`src/conv_pkg.sv`:
```
`default_nettype none

package conv_pkg;

    typedef logic [7:0]  pix_t;
    typedef logic [19:0] acc_t;     // nine full 16-bit products
    typedef logic [31:0] word_t;
    typedef logic [5:0]  waddr_t;
    typedef logic [11:0] axi_addr_t; // host byte address

    localparam int IMG_DIM = 8;
    localparam int KER_DIM = 3;
    localparam int OUT_DIM = 6;
    localparam int N_KER   = 3;
    localparam int TAPS    = 9;

    localparam int IMG_BITS = 512;
    localparam int WGT_BITS = 216;
    localparam int OUT_BITS = 864;

    localparam int IMG_BASE  = 0;
    localparam int IMG_WORDS = 16;
    localparam int WGT_BASE  = 16;
    localparam int WGT_WORDS = 7;  // last word padded
    localparam int OUT_BASE  = 32;
    localparam int OUT_WORDS = 27;

    localparam axi_addr_t CTRL_ADDR = 12'h100; // bit 0 start, bit 1 done

    typedef enum logic [2:0] {
        LD_IDLE,
        LD_LOAD,
        LD_CONV,
        LD_STORE,
        LD_FINISH
    } loader_state_e;

    typedef enum logic [1:0] {
        AX_IDLE,
        AX_MEM_WAIT,
        AX_RESP
    } axi_state_e;

endpackage

`default_nettype wire
```
`src/mem_arbiter.sv`:
```
`timescale 1ns/1ps
`default_nettype none

module mem_arbiter (
    input  logic             clk,
    input  logic             rst_n,
    input  logic             host_req,
    input  logic             host_we,
    input  conv_pkg::waddr_t host_addr,
    input  conv_pkg::word_t  host_wdata,
    input  logic [3:0]       host_be,
    output logic             host_gnt,
    output conv_pkg::word_t  host_rdata,
    input  logic             ldr_req,
    input  logic             ldr_we,
    input  conv_pkg::waddr_t ldr_addr,
    input  conv_pkg::word_t  ldr_wdata,
    output logic             ldr_gnt,
    output conv_pkg::word_t  ldr_rdata,
    output logic             mem_we,
    output conv_pkg::waddr_t mem_addr,
    output conv_pkg::word_t  mem_wdata,
    output logic [3:0]       mem_be,
    input  conv_pkg::word_t  mem_rdata
);
    import conv_pkg::*;

    logic  host_rd_q, ldr_rd_q; // whose read returns this cycle
    word_t host_hold, ldr_hold;

    assign host_gnt  = host_req;
    assign ldr_gnt   = ldr_req && !host_req;
    assign mem_we    = host_gnt ? host_we : (ldr_gnt && ldr_we);
    assign mem_addr  = host_gnt ? host_addr : ldr_addr;
    assign mem_wdata = host_gnt ? host_wdata : ldr_wdata;
    assign mem_be    = host_gnt ? host_be : 4'hf; // loader writes whole words

    always_ff @(posedge clk or negedge rst_n) begin
        if (!rst_n) begin
            host_rd_q <= 1'b0;
            ldr_rd_q  <= 1'b0;
        end else begin
            host_rd_q <= host_gnt && !host_we;
            ldr_rd_q  <= ldr_gnt && !ldr_we;
        end
    end

    assign host_rdata = host_rd_q ? mem_rdata : host_hold;
    assign ldr_rdata  = ldr_rd_q ? mem_rdata : ldr_hold;

    always_ff @(posedge clk) begin
        host_hold <= host_rdata;
        ldr_hold  <= ldr_rdata;
    end

    a_one_grant: assert property (@(posedge clk) disable iff (!rst_n)
        $onehot0({host_gnt, ldr_gnt}) && !(host_rd_q && ldr_rd_q))
        else $error("memory granted to both peers");

endmodule

`default_nettype wire

```
`config.mk`:
```
export PLATFORM = sky130hd
export DESIGN_NAME = mem_arbiter
export DESIGN_NICKNAME = d
export VERILOG_FILES = /design/src/conv_pkg.sv /design/src/mem_arbiter.sv
export SDC_FILE = /design/constraint.sdc
export NUM_CORES = 1
export LEC_CHECK = 0
export ABC_AREA = 1
export BUFFER_PORTS_ARGS = -buffer_cell sky130_fd_sc_hd__buf_2
export CORE_UTILIZATION = 41
export DETAILED_ROUTE_END_ITERATION = 10
export PLACE_DENSITY_LB_ADDON = 0.2
export SLEW_MARGIN = 0
export SYNTH_ARGS = -nofsm -noshare
export SYNTH_HDL_FRONTEND = slang
export SYNTH_SLANG_ARGS = --single-unit
```
`constraint.sdc`:
```
create_clock -name clk -period 0.95 [get_ports clk]
set_input_delay 0.1425 -clock clk [delete_from_list [all_inputs] [get_ports clk]]
set_output_delay 0.1425 -clock clk [all_outputs]
set_load 0.02 [all_outputs]
```
==> metrics.cfg <==
[outcome]
status = finished, violations left
violations = negative setup slack

[logic_synthesis]
synthAdderAreaFrac_pct = 0
yosys_warnings = 0
synth-simple-area-share_pct = 23.3
synth_nets = 526
syn_area_um2 = 3130
syn_area_per_cell_um2 = 7.66
synthMuxAreaShare_pct = 0
synth_xor_area_share_pct = 0
synthesis.instances = 408
yosysSeqAreaShare_pct = 42.6
synth_top_family_by_area = simple AND/OR/NAND/NOR gates
synth_seq_cells = 66
synth_compound_area_share_pct = 17.2
ys_types = 16

[critical_path]
crit_required_ns = 0.81
reg2regPathDepth = 4
setup.worst_path.start_class = register
critPathArrivalTime_ns = 1.52
crit_path_end_kind = output port
crit_path_max_fanout = 7
crit_type = reg2out

[power]
peakVddDrop_v = 0.00111
total_power_w = 0.00980
powerDensity_nw_per_um2 = 1580
leakage_nw = 3.24

[sta]
setup_viol = 129
max_clock_freq_mhz = 600
skew_ns = 0.0200
slew_headroom_pct = 78.9
setup_slack_ns = -0.715
final-hold-violation-count = 0
tightest_slew_ns = 0.316
min_period_ns = 1.67
post-route-period-util_pct = 175
slew_violations = 0
whs_ns = 0.00849
rsz0062_at_grt = yes

[placed_design]
gp_congestion = 0.832
place_hpwl_um = 7750
dp_slack_ns = -0.314
dp.cells = 724
portBuffers = 226

[floorplanning]
start_util_pct = 42.7
fp.coreArea_um2 = 7330
chipHeight_um = 89.3
die_x_um = 89.3
rows = 31
die_area_um2 = 7980
ios = 227

[routing]
drtPass1Iterations = 4
wl_um = 14000
ant_nets = 0
drc = 0
vias_per_cell = 4.83
vias = 3688
routedWlPerCell_um = 18.3
drtIter0Drc = 175

[clock_network]
clk_path_buf_depth = 2
tritoncts = done
cts.sinks = 66
h-tree-depth = 3
clk_pin_slew_ns = 0.07
root_buffer = clkbuf_8
clock_latency_ns = 0.36
cts_buffers = 9

[cells_and_area]
fin_cells = 764
num-fill-cells = 409
final_core_util_pct = 84.6
multi_input_area_um2 = 2080
drive_gt1_share_pct = 61.7
finalNetCount = 776
final-seq-area_um2 = 1340
syn_to_final_growth_pct = 98.3

[hold_path]
min_path_type = in2reg
hold_depth = 2

[global_route]
grt_usage_pct = 28.1
grt_max_degree = 30
antenna_found_initial = 2
grt_pass1_wl_um = 16400
grt-ovfl-total = 0
first_global_vias = 3326

[run]
maxCapViolCount = 0

==> where the power goes <==
part	internal, W	switching (W)	total, W
clock network	0.00102	0.00115	0.00217
logic	0.00195	0.00232	0.00427
registers	0.00320	0.000161	0.00336
total	0.00617	0.00363	0.00980
==> synthesized netlist by cell type (all sizes together) <==
library cell | instances | area [µm²]
o21ai | 64 | 538
nor3 | 1 | 5.00
dfrtp | 2 | 50.1
or2 | 4 | 25.0
inv | 66 | 253
nor2 | 2 | 7.51
nand3 | 1 | 10.0
buf | 24 | 277
nand2 | 180 | 681
dfxtp | 64 | 1280
==> cell usage in the layout (no fill, tap or decap), types with 7 or more instances in the layout <==
master / netlist / layout
buf_12: 2 / 7
buf_2: 0 / 148
buf_4: 5 / 27
buf_6: 15 / 64
clkbuf_16: 0 / 7
clkbuf_8: 0 / 10
dfxtp_1: 64 / 64
inv_1: 65 / 65
nand2_1: 178 / 116
nand2_2: 2 / 30
nand2_4: 0 / 33
o21ai_4: 0 / 61
==> metrics by stage <==
| stage | instance area, µm² | TNS, ns |
|---|---|---|
| final | 6200 | -49.71 |
| after global routing | 6200 | -52.65 |
| after CTS | 5700 | -47.00 |
| after detailed placement | 4710 | -19.97 |
| after global placement | 4710 | -17.27 |
| after floorplan | 3560 | -4.77 |
==> final cells by class <==
| class | instances | area share (%) |
|---|---|---|
| repair buffers | 263 | 35.7 |
| multi-input cells | 252 | 33.6 |
| flip-flops and latches | 66 | 21.6 |
| inverters | 66 | 4.20 |
| clock buffers | 10 | 2.22 |
| well taps | 99 | 2.00 |
| clock inverters | 6 | 0.686 |
| diodes | 2 | 0.0807 |
==> layer usage <==
layer | global-route usage, % | vias to the layer above | part of all wire, %
met4 | 16.6 | 0 | 5.6
met3 | 10.3 | 57 | 6.4
li1 | - | 1727 | -
met5 | 0 | - | 0
met2 | 50.5 | 197 | 54
met1 | 27.7 | 1707 | 34
==> kinds of logic after synthesis <==
logic type	count (synthesis)
flops	66
simple gates	188
compound gates	64
buf+inv	90
==> critical path, cell delays in order, from the launching register on <==
cell	delay (ns)
dfrtp_4	0.52
buf_12	0.16
clkbuf_16	0.18
o21ai_4	0.17
buf_6	0.14
==> worst paths after layout <==
kind | from | endpoint | slack (ns)
max | host_rd_q$_DFF_PN0_ | host_rdata[1] | -0.72
min | ldr_we | ldr_rd_q$_DFF_PN0_ | 0.008
max reg2reg | host_rd_q$_DFF_PN0_ | host_hold[1]$_DFF_P_ | -0.27
min reg2reg | ldr_hold[25]$_DFF_P_ | ldr_hold[25]$_DFF_P_ | 0.49
max in group asynchronous | rst_n | host_rd_q$_DFF_PN0_ | 0.72
min in group asynchronous | rst_n | ldr_rd_q$_DFF_PN0_ | 0.12
==> flip-flops by register name, indices dropped and copies added, names as in the netlist <==
register	flops
ldr_rd_q	1
host_rd_q	1
host_hold	32
ldr_hold	32
==> what timing repair did <==
action,in CTS,in global routing
pin swaps,7,21
setup endpoints to repair,160,167
hold buffers,2,0
gates resized for setup,177,80
cloned,5,9
setup buffers,6,1
hold endpoints to repair,3,0
(Power assumes the default switching activity.)
