**src/conv_pkg.sv**
```systemverilog
`default_nettype none

package conv_pkg;

    typedef logic [7:0]  pix_t;
    typedef logic [19:0] acc_t;     // nine full 16-bit products
    typedef logic [31:0] word_t;
    typedef logic [5:0]  waddr_t;
    typedef logic [11:0] axi_addr_t; // host byte address

    localparam int IMG_DIM = 8;
    localparam int KER_DIM = 3;
    localparam int OUT_DIM = 6;
    localparam int N_KER   = 3;
    localparam int TAPS    = 9;

    localparam int IMG_BITS = 512;
    localparam int WGT_BITS = 216;
    localparam int OUT_BITS = 864;

    localparam int IMG_BASE  = 0;
    localparam int IMG_WORDS = 16;
    localparam int WGT_BASE  = 16;
    localparam int WGT_WORDS = 7;  // last word padded
    localparam int OUT_BASE  = 32;
    localparam int OUT_WORDS = 27;

    localparam axi_addr_t CTRL_ADDR = 12'h100; // bit 0 start, bit 1 done

    typedef enum logic [2:0] {
        LD_IDLE,
        LD_LOAD,
        LD_CONV,
        LD_STORE,
        LD_FINISH
    } loader_state_e;

    typedef enum logic [1:0] {
        AX_IDLE,
        AX_MEM_WAIT,
        AX_RESP
    } axi_state_e;

endpackage

`default_nettype wire
```
**src/axi_lite_slave.sv**
```systemverilog
`timescale 1ns/1ps
`default_nettype none

module axi_lite_slave (
    input  logic                clk,
    input  logic                rst_n,
    input  conv_pkg::axi_addr_t awaddr,
    input  logic                awvalid,
    output logic                awready,
    input  conv_pkg::word_t     wdata,
    input  logic [3:0]          wstrb,
    input  logic                wvalid,
    output logic                wready,
    output logic [1:0]          bresp,
    output logic                bvalid,
    input  logic                bready,
    input  conv_pkg::axi_addr_t araddr,
    input  logic                arvalid,
    output logic                arready,
    output conv_pkg::word_t     rdata,
    output logic [1:0]          rresp,
    output logic                rvalid,
    input  logic                rready,
    output logic                mem_req,
    output logic                mem_we,
    output conv_pkg::waddr_t    mem_addr,
    output conv_pkg::word_t     mem_wdata,
    output logic [3:0]          mem_be,
    input  logic                mem_gnt,
    input  conv_pkg::word_t     mem_rdata,
    output logic                start,
    input  logic                done
);
    import conv_pkg::*;

    axi_state_e state;

    assign awready = (state == AX_IDLE) && awvalid && wvalid;
    assign wready  = awready;
    assign arready = (state == AX_IDLE) && arvalid && !(awvalid && wvalid); // writes first
    assign bresp   = 2'b00;
    assign rresp   = 2'b00;

    always_ff @(posedge clk or negedge rst_n) begin
        if (!rst_n) begin
            state   <= AX_IDLE;
            bvalid  <= 1'b0;
            rvalid  <= 1'b0;
            mem_req <= 1'b0;
            start   <= 1'b0;
        end else begin
            start <= 1'b0;
            case (state)
                AX_IDLE: begin
                    if (awready) begin
                        if (awaddr >= CTRL_ADDR) begin
                            start  <= wstrb[0] & wdata[0];
                            bvalid <= 1'b1;
                            state  <= AX_RESP;
                        end else begin
                            mem_req <= 1'b1;
                            state   <= AX_MEM_WAIT;
                        end
                    end else if (arready) begin
                        if (araddr >= CTRL_ADDR) begin
                            rvalid <= 1'b1;
                            state  <= AX_RESP;
                        end else begin
                            mem_req <= 1'b1;
                            state   <= AX_MEM_WAIT;
                        end
                    end
                end
                AX_MEM_WAIT: begin
                    if (mem_req && mem_gnt) begin
                        mem_req <= 1'b0;
                        if (mem_we) begin
                            bvalid <= 1'b1;
                            state  <= AX_RESP;
                        end
                    end else if (!mem_req) begin
                        rvalid <= 1'b1; // read data lands this cycle
                        state  <= AX_RESP;
                    end
                end
                AX_RESP: begin
                    if ((bvalid && bready) || (rvalid && rready)) begin
                        bvalid <= 1'b0;
                        rvalid <= 1'b0;
                        state  <= AX_IDLE;
                    end
                end
                default: state <= AX_IDLE;
            endcase
        end
    end

    always_ff @(posedge clk) begin
        if (awready) begin
            mem_we    <= 1'b1;
            mem_addr  <= awaddr[$bits(waddr_t)+1:2];
            mem_wdata <= wdata;
            mem_be    <= wstrb;
        end else if (arready) begin
            mem_we   <= 1'b0;
            mem_addr <= araddr[$bits(waddr_t)+1:2];
            rdata    <= word_t'({done, 1'b0}); // control register view
        end
        if (state == AX_MEM_WAIT && !mem_req) rdata <= mem_rdata;
    end

    a_b_hold: assert property (@(posedge clk) disable iff (!rst_n)
        bvalid && !bready |=> bvalid)
        else $error("bvalid dropped before bready");

endmodule

`default_nettype wire

```
**config.mk**
```make
export PLATFORM = sky130hd
export DESIGN_NAME = axi_lite_slave
export DESIGN_NICKNAME = d
export VERILOG_FILES = /design/src/conv_pkg.sv /design/src/axi_lite_slave.sv
export SDC_FILE = /design/constraint.sdc
export NUM_CORES = 1
export LEC_CHECK = 0
export ABC_AREA = 1
export BUFFER_PORTS_ARGS = -buffer_cell sky130_fd_sc_hd__buf_2
export CAP_MARGIN = 20
export CORE_MARGIN = 5
export CORE_UTILIZATION = 35
export CTS_CLUSTER_SIZE = 16
export DETAILED_ROUTE_END_ITERATION = 8
export GPL_TIMING_DRIVEN = 0
export PLACE_DENSITY = 0.7
export SKIP_LAST_GASP = 1
export SYNTH_ARGS = -nofsm -noshare
export SYNTH_HDL_FRONTEND = slang
export SYNTH_SLANG_ARGS = --single-unit
```
**constraint.sdc**
```tcl
create_clock -name clk -period 1.8 [get_ports clk]
set_clock_uncertainty 0.05 [all_clocks]
set_input_delay 0.18 -clock clk [delete_from_list [all_inputs] [get_ports clk]]
set_output_delay 0.18 -clock clk [all_outputs]
set_load 0.05 [all_outputs]
```
==> results.ini <==
[placement]
place_area_sq_um=4150
io_buffers=178
dp_slack_ns=-0.0247
gp_congestion=0.787
placed_cells_incl_taps=535
dp_hpwl_mm=6.04

[drt]
via_per_inst=4.27
postRouteWirelength_mm=8.74
drc_errors=0
vias=2527
drtPass1Iterations=4
post_drt_wl_per_cell_microns=14.8
drt_iter0_markers=58
ant_nets=0

[flow_run]
cap_violations=0

[clocking]
clk_path_buf_depth=2
cts_tree=done
root_buffer=clkbuf_8
clk_latency_ns=0.34
htree_levels=3
cts_num_sinks=81
cts.clk_slew.worst_paths_ns=0.08
cts_buffers=9

[pwr]
totalPowerFinal_mw=6.26
ir_drop_v=0.000795
powerDensity_nw_per_um2=1310
leakagePower_nw=2.31

[setup_path]
slowest_delay_ns=0.46
rr_worst_depth=4
timing.critical_path.buf_inv=2
crit_slowest_cell=dfrtp_2
worstPathRequired_ns=1.57
rrSetupSlack_ns=0.14
crit_type=reg2out
critical-path-top-delay-family=flip-flops
cp.arrival_ns=1.50
critPathLaunchType=flip-flop
crit_fanout=6
crit_path_end_kind=output pin
path_cells=nor2_4 -> nand2_2 -> inv_1 -> clkbuf_4
rr_endpoint=rdata[29]
reg2reg_from=state[1]

[final_layout]
antenna_cells=0
seqCellArea_sq_um=2400
stdcell_area_sq_um=4760
n_fill_cell=755
post-route-util=0.552
finalNonFillerCells=592
area_growth_pct=55.1
multi_input_area_sq_um=523
drive_gt1_frac=0.452
final_nets=580

[floorplan]
coreArea_sq_um=8640
die-area_sq_um=10700
pin_count=187
rows=34
die_h_microns=104
die_x_microns=104
start_util=0.356

[sta]
tightest_slew_ns=0.624
period_share=0.958
fin_crit_ns=1.73
slew_violations=0
slew_headroom=0.583
max_freq_mhz=580
fin_setup_tns_ns=0
hold_violations=0
setup_violations=0
layout_setup_ws_ns=0.0750
fin_hold_ws_ns=0.0586
rsz0062_at_grt=true

[yosys]
synthCells=245
ys_types=19
ys_seq_area_frac=0.779
yosysWarningCount=0
syn_area_sq_um=3070
syn_avg_cell_area_sq_um=12.5
ys_ff_latch=81

[global_routing]
gr-total-overflow=0
antenna_found_initial=0
grt_pass1_wl_mm=13.8
track_usage=0.163
grt_pass1_vias=2680
grt_max_degree=33

[run_status]
status=completed

[min_path]
hp-start=awaddr[3]
holdPathEnd=mem_addr[1]
hold_depth=3
hold_path.class=in2reg

## power breakdown
part	total [mW]	internal [mW]	switching (mW)
Combinational	2.42	0.579	1.84
Clock	1.21	0.510	0.697
Sequential	2.63	2.50	0.136
Total	6.26	3.58	2.68
## placed cells by master, fill, tap and decap left out, types with 2 or more instances in the layout
cell type      instances
buf_2                178
buf_4                  8
buf_6                  2
clkbuf_8               9
clkinvlp_4             3
conb_1                 4
dfrtp_1                3
dfrtp_2                3
dlygate4sd3_1         37
edfxtp_1              74
inv_1                 39
inv_6                  2
nand2_1               50
nand2_2                4
nand3_1                7
nor2_1                44
nor2_4                 2
o21ai_0                3
## repair_timing
| action | in CTS | in global routing |
|---|---|---|
| buffers inserted | 3 | 0 |
| hold buffers | 37 | 0 |
| gates resized for setup | 1 | 11 |
| setup endpoints to repair | 50 | 35 |
| pin swaps | 1 | 2 |
| hold endpoints to repair | 42 | 0 |
| cloned | 1 | 0 |
## tightest hold or removal path, cell delays in order
cell and delay (ns):
buf_2 0.08, nand2_1 0.04, nand2_1 0.04
## area by class of cell
class	instances	area share
Timing Repair Buffer	219	0.278
Tap cell	108	0.0284
Inverter	40	0.0320
Buffer	8	0.0118
Clock inverter	7	0.0113
Clock buffer	9	0.0260
Sequential cell	81	0.503
Multi-Input combinational cell	120	0.110
## Yosys cell counts (all sizes together)
library cell	n	area, sq um
mux2	1	11.3
buf	8	52.6
dfrtp	6	150
o21ai	3	15.0
dfxtp	1	20.0
nor2	46	183
a21oi	1	5.00
nor3b	1	7.51
conb	1	3.75
edfxtp	74	2220
o21bai	1	7.51
nand3	7	35.0
inv	40	150
nand2	55	209
## cells by family after synthesis
kind of cell,Yosys count,synth area share
AOI/OAI and AO/OA,5,0.00896
DFF,81,0.779
buffers and inverters,48,0.0660
muxes,1,0.00367
and+or+nand+nor,109,0.141
other,1,0.00122
## sequential cells by signal, indices dropped and copies added, names as in the netlist
register   flops
mem_req        1
start          1
mem_wdata     32
bvalid         1
rdata         32
rvalid         1
mem_be         4
mem_addr       6
mem_we         1
state          2
## worst max path at each step
stage / startpoint / to / cells after the start
floorplan: state[1] / wready / 4
global placement: state[1] / wready / 5
detailed placement: state[1] / wready / 5
CTS: state[1] / rdata[1] / 4
global route: state[1] / arready / 4
finish: state[1] / arready / 4
## routing by layer
layer / part of all wire / global-route usage / routed length [microns] / vias to the layer above
li1: - / - / - / 1248
met1: 0.40 / 0.185 / 3510 / 1171
met2: 0.52 / 0.290 / 4570 / 96
met3: 0.057 / 0.0435 / 495 / 12
met4: 0.019 / 0.0620 / 163 / 0
met5: 0 / 0 / 0 / -
Power figures use the tool's default switching activity.
