===== config.mk =====
export PLATFORM = sky130hd
export DESIGN_NAME = conv_module
export DESIGN_NICKNAME = d
export VERILOG_FILES = /design/src/conv_pkg.sv /design/src/conv_module.sv /design/src/conv3x3.sv
export SDC_FILE = /design/constraint.sdc
export NUM_CORES = 2
export LEC_CHECK = 0
export ABC_AREA = 1
export ABC_CLOCK_PERIOD_IN_PS = 10700
export CAP_MARGIN = 20
export CORE_AREA = 2 2 627 629
export CTS_CLUSTER_SIZE = 25
export DETAILED_ROUTE_END_ITERATION = 16
export DIE_AREA = 0 0 629 631
export DONT_BUFFER_PORTS = 1
export PLACE_DENSITY = 0.35
export SKIP_CTS_REPAIR_TIMING = 1
export SYNTH_ARGS = -nofsm -noshare
export SYNTH_HDL_FRONTEND = slang
export SYNTH_HIERARCHICAL = 1
export SYNTH_SLANG_ARGS = --single-unit

===== constraint.sdc =====
create_clock -name clk -period 10.7 [get_ports clk]
set_input_delay 2.14 -clock clk [delete_from_list [all_inputs] [get_ports clk]]
set_output_delay 2.14 -clock clk [all_outputs]
set_load 0.005 [all_outputs]

===== src/conv_pkg.sv =====
`default_nettype none

package conv_pkg;

    typedef logic [7:0]  pix_t;
    typedef logic [19:0] acc_t;     // nine full 16-bit products
    typedef logic [31:0] word_t;
    typedef logic [5:0]  waddr_t;
    typedef logic [11:0] axi_addr_t; // host byte address

    localparam int IMG_DIM = 8;
    localparam int KER_DIM = 3;
    localparam int OUT_DIM = 6;
    localparam int N_KER   = 3;
    localparam int TAPS    = 9;

    localparam int IMG_BITS = 512;
    localparam int WGT_BITS = 216;
    localparam int OUT_BITS = 864;

    localparam int IMG_BASE  = 0;
    localparam int IMG_WORDS = 16;
    localparam int WGT_BASE  = 16;
    localparam int WGT_WORDS = 7;  // last word padded
    localparam int OUT_BASE  = 32;
    localparam int OUT_WORDS = 27;

    localparam axi_addr_t CTRL_ADDR = 12'h100; // bit 0 start, bit 1 done

    typedef enum logic [2:0] {
        LD_IDLE,
        LD_LOAD,
        LD_CONV,
        LD_STORE,
        LD_FINISH
    } loader_state_e;

    typedef enum logic [1:0] {
        AX_IDLE,
        AX_MEM_WAIT,
        AX_RESP
    } axi_state_e;

endpackage

`default_nettype wire

===== src/conv_module.sv =====
`timescale 1ns/1ps
`default_nettype none

module conv_module (
    input  logic                          clk,
    input  logic                          rst_n,
    input  logic                          in_vld,
    input  logic [conv_pkg::IMG_BITS-1:0] data_lin,
    input  logic [conv_pkg::WGT_BITS-1:0] weight_lin,
    output logic [conv_pkg::OUT_BITS-1:0] conv_lin,
    output logic                          out_vld
);
    import conv_pkg::*;

    logic [2:0]       r_cnt, c_cnt;
    logic [5:0]       base; // top-left pixel of the window
    logic [N_KER-1:0] win_vld;
    pix_t             win [TAPS];
    pix_t             ans [N_KER];
    logic             last_pos;

    assign base     = 6'(r_cnt * IMG_DIM + c_cnt);
    assign last_pos = (r_cnt == 3'(OUT_DIM - 1)) && (c_cnt == 3'(OUT_DIM - 1));

    always_comb begin
        for (int t = 0; t < TAPS; t++) begin
            win[t] = data_lin[(base + (t / KER_DIM) * IMG_DIM + t % KER_DIM) * 8 +: 8];
        end
    end

    for (genvar k = 0; k < N_KER; k++) begin : g_ker
        conv3x3 u_conv3x3 (
            .clk     (clk),
            .rst_n   (rst_n),
            .in_vld  (in_vld),
            .data0   (win[0]),
            .data1   (win[1]),
            .data2   (win[2]),
            .data3   (win[3]),
            .data4   (win[4]),
            .data5   (win[5]),
            .data6   (win[6]),
            .data7   (win[7]),
            .data8   (win[8]),
            .weight0 (weight_lin[(k * TAPS + 0) * 8 +: 8]),
            .weight1 (weight_lin[(k * TAPS + 1) * 8 +: 8]),
            .weight2 (weight_lin[(k * TAPS + 2) * 8 +: 8]),
            .weight3 (weight_lin[(k * TAPS + 3) * 8 +: 8]),
            .weight4 (weight_lin[(k * TAPS + 4) * 8 +: 8]),
            .weight5 (weight_lin[(k * TAPS + 5) * 8 +: 8]),
            .weight6 (weight_lin[(k * TAPS + 6) * 8 +: 8]),
            .weight7 (weight_lin[(k * TAPS + 7) * 8 +: 8]),
            .weight8 (weight_lin[(k * TAPS + 8) * 8 +: 8]),
            .ans     (ans[k]),
            .out_vld (win_vld[k])
        );
    end

    always_ff @(posedge clk or negedge rst_n) begin
        if (!rst_n) begin
            r_cnt <= '0;
            c_cnt <= '0;
        end else if (!in_vld) begin
            r_cnt <= '0;
            c_cnt <= '0;
        end else if (win_vld[0]) begin
            if (c_cnt == 3'(OUT_DIM - 1)) begin
                c_cnt <= '0;
                r_cnt <= last_pos ? 3'd0 : r_cnt + 3'd1;
            end else begin
                c_cnt <= c_cnt + 3'd1;
            end
        end
    end

    always_ff @(posedge clk or negedge rst_n) begin
        if (!rst_n) begin
            out_vld <= 1'b0;
        end else if (!in_vld) begin
            out_vld <= 1'b0;
        end else if (win_vld[0] && last_pos) begin
            out_vld <= 1'b1; // held until the loader drops in_vld
        end
    end

    always_ff @(posedge clk) begin
        if (win_vld[0]) begin
            for (int k = 0; k < N_KER; k++) begin
                conv_lin[(k * OUT_DIM * OUT_DIM + r_cnt * OUT_DIM + c_cnt) * 8 +: 8] <= ans[k];
            end
        end
    end

    a_units_agree: assert property (@(posedge clk) disable iff (!rst_n)
        (&win_vld) == (|win_vld))
        else $error("conv3x3 window pulses disagree");

endmodule

`default_nettype wire


===== src/conv3x3.sv =====
`timescale 1ns/1ps
`default_nettype none

module conv3x3 (
    input  logic           clk,
    input  logic           rst_n,
    input  logic           in_vld,
    input  conv_pkg::pix_t data0, data1, data2, data3, data4, data5, data6, data7, data8,
    input  conv_pkg::pix_t weight0, weight1, weight2, weight3, weight4,
    input  conv_pkg::pix_t weight5, weight6, weight7, weight8,
    output conv_pkg::pix_t ans,
    output logic           out_vld
);
    import conv_pkg::*;

    logic [3:0]  tap;
    pix_t        d [TAPS];
    pix_t        w [TAPS];
    logic [15:0] prod;
    acc_t        acc, sum;

    assign d = '{data0, data1, data2, data3, data4, data5, data6, data7, data8};
    assign w = '{weight0, weight1, weight2, weight3, weight4, weight5, weight6, weight7, weight8};

    assign prod    = 16'(d[tap]) * 16'(w[tap]);
    assign sum     = acc + acc_t'(prod);
    assign ans     = pix_t'(sum); // modulo 256
    assign out_vld = in_vld && (tap == 4'(TAPS - 1));

    always_ff @(posedge clk or negedge rst_n) begin
        if (!rst_n) begin
            tap <= '0;
        end else if (!in_vld || tap == 4'(TAPS - 1)) begin
            tap <= '0;
        end else begin
            tap <= tap + 4'd1;
        end
    end

    always_ff @(posedge clk) begin
        acc <= (tap == '0) ? acc_t'(prod) : sum; // tap 0 starts a new window
    end

    a_tap_range: assert property (@(posedge clk) disable iff (!rst_n)
        tap <= 4'(TAPS - 1))
        else $error("tap counter ran past the last tap");

endmodule

`default_nettype wire


==> flow_summary_export.csv <==
group,metric,value,unit
drt,vias,94200,
critical_path,path_buf_inv,15,
global_routing,grtUsageMet1,0.348,
global_routing,grt_pass1_vias,89500,
cells_and_area,multiInputGateArea,46300,um^2
floorplan,die_area,397000,um^2
critical_path,startpoint,"c_cnt[0]",
timing,setup-tns-final,0,ps
timing,rsz0062_at_grt,"false",
global_routing,gr-total-overflow,0,
floorplan,start_util,0.207,
cts,cts.sinks,907,
timing,worstMarginPinSlew,1160,ps
drt,drt-initial-drc-count,11800,
floorplan,pin_count,1596,
timing,finClkSkew,111,ps
global_routing,busiest_layer,"met2",
cts,cts_tree,"built",
power_and_ir_drop,ir_worst_vdd,514,uV
critical_path,reg2reg_depth,46,
power_and_ir_drop,powerDensity,250,nW/um^2
power_and_ir_drop,p_total,0.0229,W
run_status,status,"completed",
critical_path,r2r-end,"conv_lin[543]",
global_routing,met2_usage,0.466,
critical_path,path_delay_family,"simple AND/OR/NAND/NOR gates",
critical_path,cpMaxStageDelayCell,"a21oi_1",
critical_path,worst-path-stages,46,
drt,ant_nets,0,
critical_path,critPathLaunchType,"register",
global_routing,grt_use_met3,0.0625,
power_and_ir_drop,power_leakage,34.3,nW
timing,period_minus_slack,10060,ps
cells_and_area,nets,13000,
synth,syn_inst,12500,
critical_path,crit_path_frequent_cell,"inv_1",
timing,slew_viol_final,0,
place,dp_hpwl,462,mm
critical_path,worstPathRequired,11440,ps
drt,wl_per_cell,34.5,um
synth,yosys_warnings,6,
cells_and_area,area_growth,13.0,%
floorplan,die_height,631,um
drt,drc,0,
global_routing,grt_start_max_net_pins,150,
global_routing,antenna_found_initial,52,
critical_path,crit_fanout,84,
timing,hold_ws,624,ps
timing,final-hold-violation-count,0,
cts,htree_levels,3,
place,portBuffers,0,
global_routing,track_usage,0.290,
drt,dr.pass1.iters,7,
cts,cts_buffers,112,
timing,max-slew-margin-rel,0.221,
critical_path,r2r_slack,640,ps
synth,synth_fp_nets,13300,
critical_path,worstPathArrival,10800,ps
place,place.gp.congestion,0.986,
cells_and_area,fillers,44900,
synth,synth_area_per_cell,6.50,um^2
synth,netlist_area,81100,um^2
critical_path,endpoint,"conv_lin[543]",
critical_path,cp-end-kind,"register",
hold_path,hold_class,"register to register",
critical_path,rr_startpoint,"c_cnt[0]",
drt,wirelength,603,mm
cells_and_area,seq_area,26900,um^2
timing,max_freq,99.4,MHz
place,dp_cells,17200,
critical_path,crit_type,"register to register",
floorplan,die_x,629,um
run,max-cap-violations,0,
cells_and_area,final_util,0.235,
cts,worstSkewPairLatency,890,ps
drt,via_per_inst,5.39,
global_routing,grt_pass1_wl,804,mm
cells_and_area,finalNonFillerCells,17500,
cts,root_buffer,"clkbuf_16",
critical_path,critical-path-max-stage-delay,740,ps
cts,cts_buffer_depth,4,
floorplan,rows,230,
timing,setup-violations-final,0,
cts,clk_pin_slew,60,ps
cells_and_area,drive_gt1_frac,0.0610,
timing,fin_crit_sh,0.941,
floorplan,coreArea,391000,um^2
-- worst min path at each step --
| stage | startpoint | endpoint | slack [ps] | cells past startpoint |
|---|---|---|---|---|
| 2_1_floorplan | out_vld | out_vld | 490 | 2 |
| 3_3_place_gp | g_ker[0].u_conv3x3/tap[3] | g_ker[0].u_conv3x3/tap[3] | 620 | 2 |
| 6_report | g_ker[0].u_conv3x3/tap[3] | g_ker[0].u_conv3x3/tap[3] | 620 | 2 |
| 3_5_place_dp | g_ker[0].u_conv3x3/tap[3] | g_ker[0].u_conv3x3/tap[3] | 610 | 2 |
| 5_1_grt | g_ker[1].u_conv3x3/tap[2] | g_ker[1].u_conv3x3/tap[2] | 650 | 2 |
| 4_1_cts | g_ker[0].u_conv3x3/tap[3] | g_ker[0].u_conv3x3/tap[3] | 620 | 2 |
-- power breakdown --
| group | leakage [nW] | internal [W] | total [W] | switching, W |
|---|---|---|---|---|
| Clock | 1.90 | 0.00248 | 0.00425 | 0.00177 |
| Sequential | 7.69 | 0.00393 | 0.00397 | 0.0000366 |
| Combinational | 24.7 | 0.00302 | 0.0147 | 0.0117 |
| Total | 34.3 | 0.00944 | 0.0229 | 0.0135 |
-- layer usage --
layer | wire length (um) | share of wire | up-vias
li1 | - | - | 41500
met1 | 232000 | 0.39 | 46000
met2 | 272000 | 0.45 | 5544
met3 | 49900 | 0.083 | 1196
met4 | 48500 | 0.080 | 14
met5 | 139 | 0.00023 | -
-- cell type report --
class	count	area share
Clock inverter	74	0.0112
Sequential cell	907	0.294
Timing Repair Buffer	340	0.0325
Tap cell	5220	0.0713
Multi-Input combinational cell	9476	0.505
Inverter	1289	0.0536
Clock buffer	128	0.0316
Antenna cell	47	0.00128
-- stage by stage --
stage	worst slack, ps	instance area (um^2)
3_3_place_gp	80.8	87500
5_1_grt	63.8	91600
6_report	636	91600
4_1_cts	603	91500
3_5_place_dp	127	87600
2_1_floorplan	2530	81100
-- worst min-delay path: stages, from the launching register on --
cell	delay [ps]
dfrtp_1	420
xor2_1	90
nor2_1	70
-- placed cells by master, fill, tap and decap left out, types with 21 or more instances in the layout --
cell type	n
clkinv_2	27
nand4_1	327
mux2i_1	115
a31oi_1	188
clkbuf_16	112
buf_4	305
nand2_1	3575
nor2_2	53
inv_1	1213
nand3b_1	36
o22ai_1	152
o221ai_1	65
nand3_1	1235
ha_1	88
o211ai_1	185
nor3_1	340
nor2_1	1495
a32o_1	45
diode_2	47
a311oi_1	21
a21oi_1	776
edfxtp_1	864
a22oi_1	38
fa_1	41
nor4_1	45
buf_12	30
inv_2	40
xor2_1	30
dfxtp_1	24
o21ai_0	417
bufinv_16	22
-- flip-flops by register name, summed over array words and instances, names as in the netlist --
register,flops
conv_lin,864
c_cnt,3
g_ker.u_conv3x3/tap,12
out_vld,1
r_cnt,3
g_ker.u_conv3x3/acc,24
Power figures use the tool's default switching activity.
