$ cat config.mk
export PLATFORM = sky130hd
export DESIGN_NAME = tile_loader
export DESIGN_NICKNAME = d
export VERILOG_FILES = /design/src/conv_pkg.sv /design/src/tile_loader.sv
export SDC_FILE = /design/constraint.sdc
export NUM_CORES = 1
export LEC_CHECK = 0
export ABC_CLOCK_PERIOD_IN_PS = 18880
export BUFFER_PORTS_ARGS = -buffer_cell sky130_fd_sc_hd__buf_2
export CAP_MARGIN = 20
export CORE_AREA = 2 2 660 662
export CTS_CLUSTER_SIZE = 25
export DETAILED_ROUTE_END_ITERATION = 16
export DIE_AREA = 0 0 662 664
export GPL_TIMING_DRIVEN = 0
export HOLD_SLACK_MARGIN = 0.12
export SYNTH_ARGS = -nofsm -noshare
export SYNTH_HDL_FRONTEND = slang
export SYNTH_SLANG_ARGS = --single-unit
$ cat constraint.sdc
create_clock -name clk -period 18.88 [get_ports clk]
set_input_delay 1.888 -clock clk [delete_from_list [all_inputs] [get_ports clk]]
set_output_delay 1.888 -clock clk [all_outputs]
set_load 0.02 [all_outputs]
$ cat src/conv_pkg.sv
`default_nettype none

package conv_pkg;

    typedef logic [7:0]  pix_t;
    typedef logic [19:0] acc_t;     // nine full 16-bit products
    typedef logic [31:0] word_t;
    typedef logic [5:0]  waddr_t;
    typedef logic [11:0] axi_addr_t; // host byte address

    localparam int IMG_DIM = 8;
    localparam int KER_DIM = 3;
    localparam int OUT_DIM = 6;
    localparam int N_KER   = 3;
    localparam int TAPS    = 9;

    localparam int IMG_BITS = 512;
    localparam int WGT_BITS = 216;
    localparam int OUT_BITS = 864;

    localparam int IMG_BASE  = 0;
    localparam int IMG_WORDS = 16;
    localparam int WGT_BASE  = 16;
    localparam int WGT_WORDS = 7;  // last word padded
    localparam int OUT_BASE  = 32;
    localparam int OUT_WORDS = 27;

    localparam axi_addr_t CTRL_ADDR = 12'h100; // bit 0 start, bit 1 done

    typedef enum logic [2:0] {
        LD_IDLE,
        LD_LOAD,
        LD_CONV,
        LD_STORE,
        LD_FINISH
    } loader_state_e;

    typedef enum logic [1:0] {
        AX_IDLE,
        AX_MEM_WAIT,
        AX_RESP
    } axi_state_e;

endpackage

`default_nettype wire
$ cat src/tile_loader.sv
`timescale 1ns/1ps
`default_nettype none

module tile_loader (
    input  logic                          clk,
    input  logic                          rst_n,
    input  logic                          start,
    output logic                          done,
    output logic                          req,
    output logic                          we,
    output conv_pkg::waddr_t              addr,
    output conv_pkg::word_t               wdata,
    input  logic                          gnt,
    input  conv_pkg::word_t               rdata,
    output logic                          in_vld,
    output logic [conv_pkg::IMG_BITS-1:0] data_lin,
    output logic [conv_pkg::WGT_BITS-1:0] weight_lin,
    input  logic [conv_pkg::OUT_BITS-1:0] conv_lin,
    input  logic                          out_vld
);
    import conv_pkg::*;

    loader_state_e state;
    logic [4:0]    word_cnt;
    logic          rd_pend; // read granted, data due this cycle
    logic [(WGT_BASE + WGT_WORDS - IMG_BASE) * 32 - 1:0] ld_buf;

    assign req   = (state == LD_LOAD && !rd_pend) || state == LD_STORE;
    assign we    = (state == LD_STORE);
    assign addr  = waddr_t'((state == LD_STORE ? OUT_BASE : IMG_BASE) + word_cnt);
    assign wdata = conv_lin[word_cnt * 32 +: 32];

    // image and weight words sit back to back, word 0 ends up at the bottom
    assign data_lin   = ld_buf[IMG_BITS-1:0];
    assign weight_lin = ld_buf[IMG_WORDS * 32 +: WGT_BITS];

    always_ff @(posedge clk or negedge rst_n) begin
        if (!rst_n) begin
            state    <= LD_IDLE;
            word_cnt <= '0;
            rd_pend  <= 1'b0;
            done     <= 1'b0;
            in_vld   <= 1'b0;
        end else begin
            case (state)
                LD_IDLE: begin
                    if (start) begin
                        done     <= 1'b0;
                        word_cnt <= '0;
                        state    <= LD_LOAD;
                    end
                end
                LD_LOAD: begin
                    if (rd_pend) begin
                        rd_pend <= 1'b0;
                        if (word_cnt == 5'(WGT_BASE + WGT_WORDS - 1)) begin
                            word_cnt <= '0;
                            in_vld   <= 1'b1;
                            state    <= LD_CONV;
                        end else begin
                            word_cnt <= word_cnt + 5'd1;
                        end
                    end else if (gnt) begin
                        rd_pend <= 1'b1;
                    end
                end
                LD_CONV: begin
                    if (out_vld) begin
                        in_vld <= 1'b0;
                        state  <= LD_STORE;
                    end
                end
                LD_STORE: begin
                    if (gnt) begin
                        if (word_cnt == 5'(OUT_WORDS - 1)) begin
                            state <= LD_FINISH;
                        end else begin
                            word_cnt <= word_cnt + 5'd1;
                        end
                    end
                end
                LD_FINISH: begin
                    done  <= 1'b1;
                    state <= LD_IDLE;
                end
                default: state <= LD_IDLE;
            endcase
        end
    end

    always_ff @(posedge clk) begin
        if (rd_pend) ld_buf <= {rdata, ld_buf[$bits(ld_buf)-1:32]};
    end

endmodule

`default_nettype wire

==> flow_metrics.env, run 1 <==
export IMPL_clock_path_buffers=4
export IMPL_grt_pass1_vias=26100
export IMPL_critical_path_arrival_ns=4.70
export IMPL_wirelength_um=273000
export IMPL_async_reset_ff_frac=0.0147
export IMPL_cts_htree_levels=3
export IMPL_root_buffer="clkbuf_16"
export IMPL_fillers=49100
export IMPL_die_y_um=664
export IMPL_cts_resized=0
export IMPL_hpwl_um=242000
export IMPL_worst_pin_slew_ns=1.23
export IMPL_setup_tns_ns=0
export IMPL_nets=4929
export IMPL_min_period_ns=6.59
export IMPL_path_cells="buf_6, buf_4, nand3b_1, buf_2, o22ai_1, a211oi_1, a22oi_1, buf_2"
export IMPL_cp_top_family="compound AO/OA/AOI/OAI gates"
export IMPL_critPathSlowestCell="o22ai_1"
export IMPL_period_share=0.349
export IMPL_final_cell_mix="1695 x buf_2, 762 x buf_4, 736 x edfxtp_1"
export IMPL_cap_violations=0
export IMPL_syn_inst=2227
export IMPL_overflow=0
export IMPL_netlist_area_um2=35400
export IMPL_clk_latency_ns=0.82
export IMPL_cp_required_ns=16.99
export IMPL_slowest_delay_ns=0.83
export IMPL_seq_area_frac_synth=0.633
export IMPL_finalHoldViolCount=0
export IMPL_grt_antenna_before_repair=151
export IMPL_synthTopCellsByArea="edfxtp_1 62%, buf_4 16%, mux4_2 7.8%, mux2i_1 4.2%, a221oi_1 1.1%"
export IMPL_io_buffers=1670
export IMPL_synth_top_area_cell="edfxtp_1"
export IMPL_maxSlewViolCount=0
export IMPL_mostFrequentLayoutCell="buf_2"
export IMPL_grt_setup_unrepaired="false"
export IMPL_whs_ns=0.379
export IMPL_critPathBufInv=4
export IMPL_synth_cell_types=48
export IMPL_synth_ff_type="edfxtp_1"
export IMPL_ys_ff_latch=747
export IMPL_postRouteAntennaNets=0
export IMPL_io_pins=1671
export IMPL_grt_start_max_net_pins=72
export IMPL_drc=0
export IMPL_place_congestion=0.943
export IMPL_relSlewSlack=0.179
export IMPL_drive_above_1_share=0.681
export IMPL_critPathLaunchType="flip-flop"
export IMPL_die_area_um2=440000
export IMPL_drt_iter0_markers=2920
export IMPL_syn2layout_area_growth_pct=54.3
export IMPL_cts_setup_buffers=0
export IMPL_rows=242
export IMPL_dr_total_vias=27500
export IMPL_track_usage=0.118
export IMPL_die_w_um=662
export IMPL_power_leakage_nw=21.4
export IMPL_clock_sinks=747
export IMPL_setup_viol=0
export IMPL_crit_fanout=10
export IMPL_endpoint_kind="output port"
export IMPL_yosysWarnings=0
export IMPL_synth_edff_count=736
export IMPL_hold_buffers=0
export IMPL_wire_per_inst_um=27.6
export IMPL_syn_nets=3130
export IMPL_peakVddDrop_mv=0.103
export IMPL_cts_tree="yes"
export IMPL_grt_pass1_wl_um=325000
export IMPL_cts_clk_slew_worst_paths_ns=0.06
export IMPL_cp_common_cell="buf_2"
export IMPL_start_util=0.0817
export IMPL_max_freq_mhz=152
export IMPL_first_pass_iters=5
export IMPL_cts_made_buffers=98
export IMPL_synth_top_area_frac=0.625
export IMPL_power_density_nw_per_um2=182
export IMPL_postSynthAreaPerCell_um2=15.9
export IMPL_outcome="complete, no violations"
export IMPL_crit_type="reg2out"
export IMPL_hold_path_class="reg2reg"
export IMPL_finalClockSkew_ns=0.0774
export IMPL_viasPerCell=2.78
export IMPL_core_um2=433000
-- flip-flops by register name, summed over array words and instances, names as in the netlist --
| signal | count |
|---|---|
| done | 1 |
| ld_buf | 736 |
| rd_pend | 1 |
| in_vld | 1 |
| state | 3 |
| word_cnt | 5 |
-- power by group --
part / switching, mW / internal, mW
Sequential: 0.585 / 2.67
Clock: 0.794 / 1.01
Combinational: 3.16 / 1.72
Total: 4.54 / 5.40
-- stage by stage --
step | std cells | utilization | setup WS, ns | area, um^2 | power (mW)
floorplan | 2227 | - | 6.85 | 35400 | 5.75
global placement | 9631 | 0.118 | 3.33 | 50900 | 8.43
detailed placement | 9658 | 0.119 | 12.95 | 51400 | 8.18
CTS | 9825 | 0.126 | 12.03 | 54400 | 10.1
global route | 9836 | 0.126 | 12.09 | 54400 | 10.3
finish | 9884 | 0.126 | 12.29 | 54500 | 9.94
-- synthesized netlist by cell type (5+ instances only) --
| cell | number |
|---|---|
| a22oi_1 | 36 |
| a2bb2oi_1 | 6 |
| and3_1 | 14 |
| buf_4 | 754 |
| a21boi_0 | 11 |
| o2bb2ai_1 | 32 |
| buf_2 | 25 |
| a221oi_1 | 44 |
| o22ai_1 | 18 |
| buf_6 | 14 |
| edfxtp_1 | 736 |
| mux4_2 | 122 |
| mux2_2 | 28 |
| nand2_1 | 51 |
| nand3_1 | 5 |
| a31oi_1 | 21 |
| a32oi_1 | 7 |
| mux2i_1 | 147 |
| o21ai_0 | 34 |
| dfrtp_1 | 11 |
| clkbuf_1 | 37 |
| nor2_1 | 6 |
| nor2b_1 | 6 |
| a211oi_1 | 18 |
-- cells by family after synthesis --
family	synth area share
buffers and inverters	0.173
DFF	0.633
muxes	0.128
AOI/OAI and AO/OA	0.0513
and+or+nand+nor	0.0142
adders and majority gates	0.000708
-- worst paths after layout --
| check | startpoint | endpoint | slack, ns | depth (start not counted) |
|---|---|---|---|---|
| setup / recovery | word_cnt[0]$_DFFE_PN0P_ | wdata[24] | 12.29 | 8 |
| hold / removal | ld_buf[74]$_DFFE_PP_ | ld_buf[42]$_DFFE_PP_ | 0.38 | 0 |
| setup reg to reg | rd_pend$_DFFE_PN0P_ | ld_buf[26]$_DFFE_PP_ | 15.65 | 7 |
| hold reg to reg | ld_buf[74]$_DFFE_PP_ | ld_buf[42]$_DFFE_PP_ | 0.38 | 0 |
| max in group asynchronous | rst_n | rd_pend$_DFFE_PN0P_ | 17.61 | 1 |
| min in group asynchronous | rst_n | in_vld$_DFFE_PN0P_ | 1.01 | 1 |
-- worst reg2reg max path: stages (launching register included) --
cell,delay (ns)
dfrtp_4,0.50
buf_16,0.22
buf_16,0.35
buf_16,0.41
buf_16,0.41
buf_16,0.34
buf_16,0.32
buf_16,0.31
-- routing by layer --
metal | GRT usage | wire length, um
met5 | 0 | 611
met4 | 0.0225 | 6020
met2 | 0.169 | 111000
met3 | 0.0458 | 30300
met1 | 0.167 | 125000
-- area by class of cell --
class	count	area [um^2]	area share
antenna	57	143	0.00261
clock buffer	108	2490	0.0456
multi-input combinational	645	6880	0.126
tap	5734	7170	0.132
timing repair buffer	1699	8890	0.163
sequential	747	22400	0.410
clock inverter	59	482	0.00883
inverter	2	7.51	0.000138
buffer	833	6110	0.112
Note: power is estimated with default switching activity, not from simulation.
==> run 2, diff against run 1 <==
--- a/config.mk
+++ b/config.mk
@@ -5,13 +5,13 @@
 export SDC_FILE = /design/constraint.sdc
 export NUM_CORES = 1
 export LEC_CHECK = 0
-export ABC_CLOCK_PERIOD_IN_PS = 18880
+export ABC_CLOCK_PERIOD_IN_PS = 6270
 export BUFFER_PORTS_ARGS = -buffer_cell sky130_fd_sc_hd__buf_2
 export CAP_MARGIN = 20
-export CORE_AREA = 2 2 660 662
+export CORE_AREA = 2 2 650 652
 export CTS_CLUSTER_SIZE = 25
 export DETAILED_ROUTE_END_ITERATION = 16
-export DIE_AREA = 0 0 662 664
+export DIE_AREA = 0 0 652 654
 export GPL_TIMING_DRIVEN = 0
 export HOLD_SLACK_MARGIN = 0.12
 export SYNTH_ARGS = -nofsm -noshare
==> constraint.sdc (replaced) <==
create_clock -name clk -period 6.27 [get_ports clk]
set_input_delay 0.627 -clock clk [delete_from_list [all_inputs] [get_ports clk]]
set_output_delay 0.627 -clock clk [all_outputs]
set_load 0.02 [all_outputs]
==> run 2 against run 1 <==
  * Sequential cell count unchanged
  * Critical endpoint is now wdata[25]
  * Register-to-register slack got worse by 13 ns
  * Critical path type unchanged
  * Largest power group unchanged
  * Clock power rose to 3.1 times the previous value
  * Die area is 3.0% lower
  * Critical path depth stayed put
  * Final cell count decreased by 1.4%
==> flow_metrics.env, run 2 (synthesis gave the netlist of run 1 again) <==
export IMPL_place_congestion=0.941
export IMPL_die_y_um=654
export IMPL_layout_setup_ws_ns=0.577
export IMPL_r2r_cells=10
export IMPL_fillers=47400
export IMPL_grt_pass1_vias=26700
export IMPL_syn2layout_area_growth_pct=55.5
export IMPL_clk_latency_ns=0.84
export IMPL_place_area_um2=51300
export IMPL_max_freq_mhz=176
export IMPL_drc=0
export IMPL_dp_slack_ns=1.79
export IMPL_crit_fanout=10
export IMPL_relSlewSlack=0.141
export IMPL_root_buffer="clkbuf_16"
export IMPL_core_um2=419000
export IMPL_rows=238
export IMPL_wirelength_um=286000
export IMPL_first_pass_iters=5
export IMPL_largest_register="ld_buf"
export IMPL_critical_path_arrival_ns=5.07
export IMPL_placed_cells=9454
export IMPL_p_total_mw=30.7
export IMPL_cts_setup_buffers=0
export IMPL_critPathSlowestCell="a221oi_1"
export IMPL_nets=4975
export IMPL_grt_setup_unrepaired="false"
export IMPL_power_density_nw_per_um2=558
export IMPL_clock_sinks=747
export IMPL_start_util=0.0843
export IMPL_period_share=0.908
export IMPL_path_depth=8
export IMPL_viasPerCell=2.85
export IMPL_cts_htree_levels=3
export IMPL_critPathLaunchType="flip-flop"
export IMPL_overflow=0
export IMPL_hold_path_class="reg2reg"
export IMPL_worst_pin_slew_ns=1.29
export IMPL_drt_iter0_markers=2850
export IMPL_wire_per_inst_um=29.4
export IMPL_endpoint_kind="output port"
export IMPL_path_cells="buf_4, and2_1, clkbuf_1, clkbuf_2, a221oi_1, o21ai_0, a22oi_1, buf_2"
export IMPL_grt_pass1_wl_um=338000
export IMPL_postRouteAntennaNets=0
export IMPL_utilization=0.131
export IMPL_hold_buffers=36
export IMPL_finalNonFillerCells=9742
export IMPL_biggestRegsByFlops="ld_buf: 736 flops, word_cnt: 5 flops, state: 3 flops"
export IMPL_peakVddDrop_mv=0.269
export IMPL_slowest_delay_ns=1.23
export IMPL_clock_path_buffers=4
export IMPL_cp_required_ns=5.64
export IMPL_drive_above_1_share=0.680
export IMPL_min_path_cells=0
export IMPL_cp_top_family="compound AO/OA/AOI/OAI gates"
export IMPL_die_w_um=652
export IMPL_io_pins=1671
export IMPL_setup_tns_ns=0
export IMPL_finalHoldViolCount=0
export IMPL_critPathBufInv=4
export IMPL_whs_ns=0.417
export IMPL_crit_type="reg2out"
export IMPL_dr_total_vias=27800
export IMPL_register_area_um2=22400
export IMPL_cts_resized=0
export IMPL_cts_clk_slew_worst_paths_ns=0.07
export IMPL_setup_viol=0
export IMPL_die_area_um2=426000
export IMPL_hpwl_um=256000
export IMPL_grt_antenna_before_repair=169
export IMPL_grt_start_max_net_pins=76
export IMPL_maxSlewViolCount=0
export IMPL_cts_made_buffers=100
export IMPL_cts_tree="yes"
export IMPL_final_cell_mix="1696 x buf_2, 761 x buf_4, 736 x edfxtp_1"
export IMPL_largest_register_ffs=736
export IMPL_io_buffers=1670
export IMPL_r2r_setup_slack_ns=3.09
export IMPL_design_area_um2=55000
export IMPL_min_period_ns=5.69
export IMPL_mostFrequentLayoutCell="buf_2"
export IMPL_finalClockSkew_ns=0.128
export IMPL_cap_violations=0
export IMPL_multi_input_area_um2=6930
export IMPL_power_leakage_nw=21.8
export IMPL_outcome="complete, no violations"
export IMPL_track_usage=0.128
## run 2: final timing paths
| check | from | endpoint |
|---|---|---|
| min in group asynchronous | rst_n | in_vld$_DFFE_PN0P_ |
| worst max-delay path | word_cnt[1]$_DFFE_PN0P_ | wdata[25] |
| max in group asynchronous | rst_n | rd_pend$_DFFE_PN0P_ |
| worst min-delay path | ld_buf[554]$_DFFE_PP_ | ld_buf[522]$_DFFE_PP_ |
| worst max register to register | word_cnt[0]$_DFFE_PN0P_ | word_cnt[4]$_DFFE_PN0P_ |
| worst min register to register | ld_buf[554]$_DFFE_PP_ | ld_buf[522]$_DFFE_PP_ |
## run 2: area by class of cell
cell class / instances / share of cell area
multi-input combinational: 645 / 0.126
antenna: 70 / 0.00319
timing repair buffer: 1743 / 0.170
clock inverter: 66 / 0.00967
tap: 5520 / 0.126
buffer: 833 / 0.111
inverter: 2 / 0.000137
clock buffer: 116 / 0.0472
sequential: 747 / 0.407
## run 2: worst reg2reg max path, stage by stage (launching register included)
cell and delay, ns:
dfrtp_1 0.38, buf_6 0.19, buf_6 0.26, buf_4 0.29
buf_2 0.50, inv_1 0.14, ha_1 0.23, and4b_1 0.23
o22a_2 0.31, or4_1 0.43, a21oi_1 0.13
## run 2: routing by layer
layer  vias to the layer above  wire [um]  GRT usage
met5                         -        661          0
met4                       100       7060     0.0291
met3                       437      33900     0.0562
met2                      1729     118000      0.184
met1                     14000     126000      0.173
li1                      11600          -          -
## run 2: where the power goes
group	internal (mW)	switching, mW
Sequential	8.06	1.89
Clock	3.13	2.47
Combinational	5.32	9.82
Total	16.5	14.2
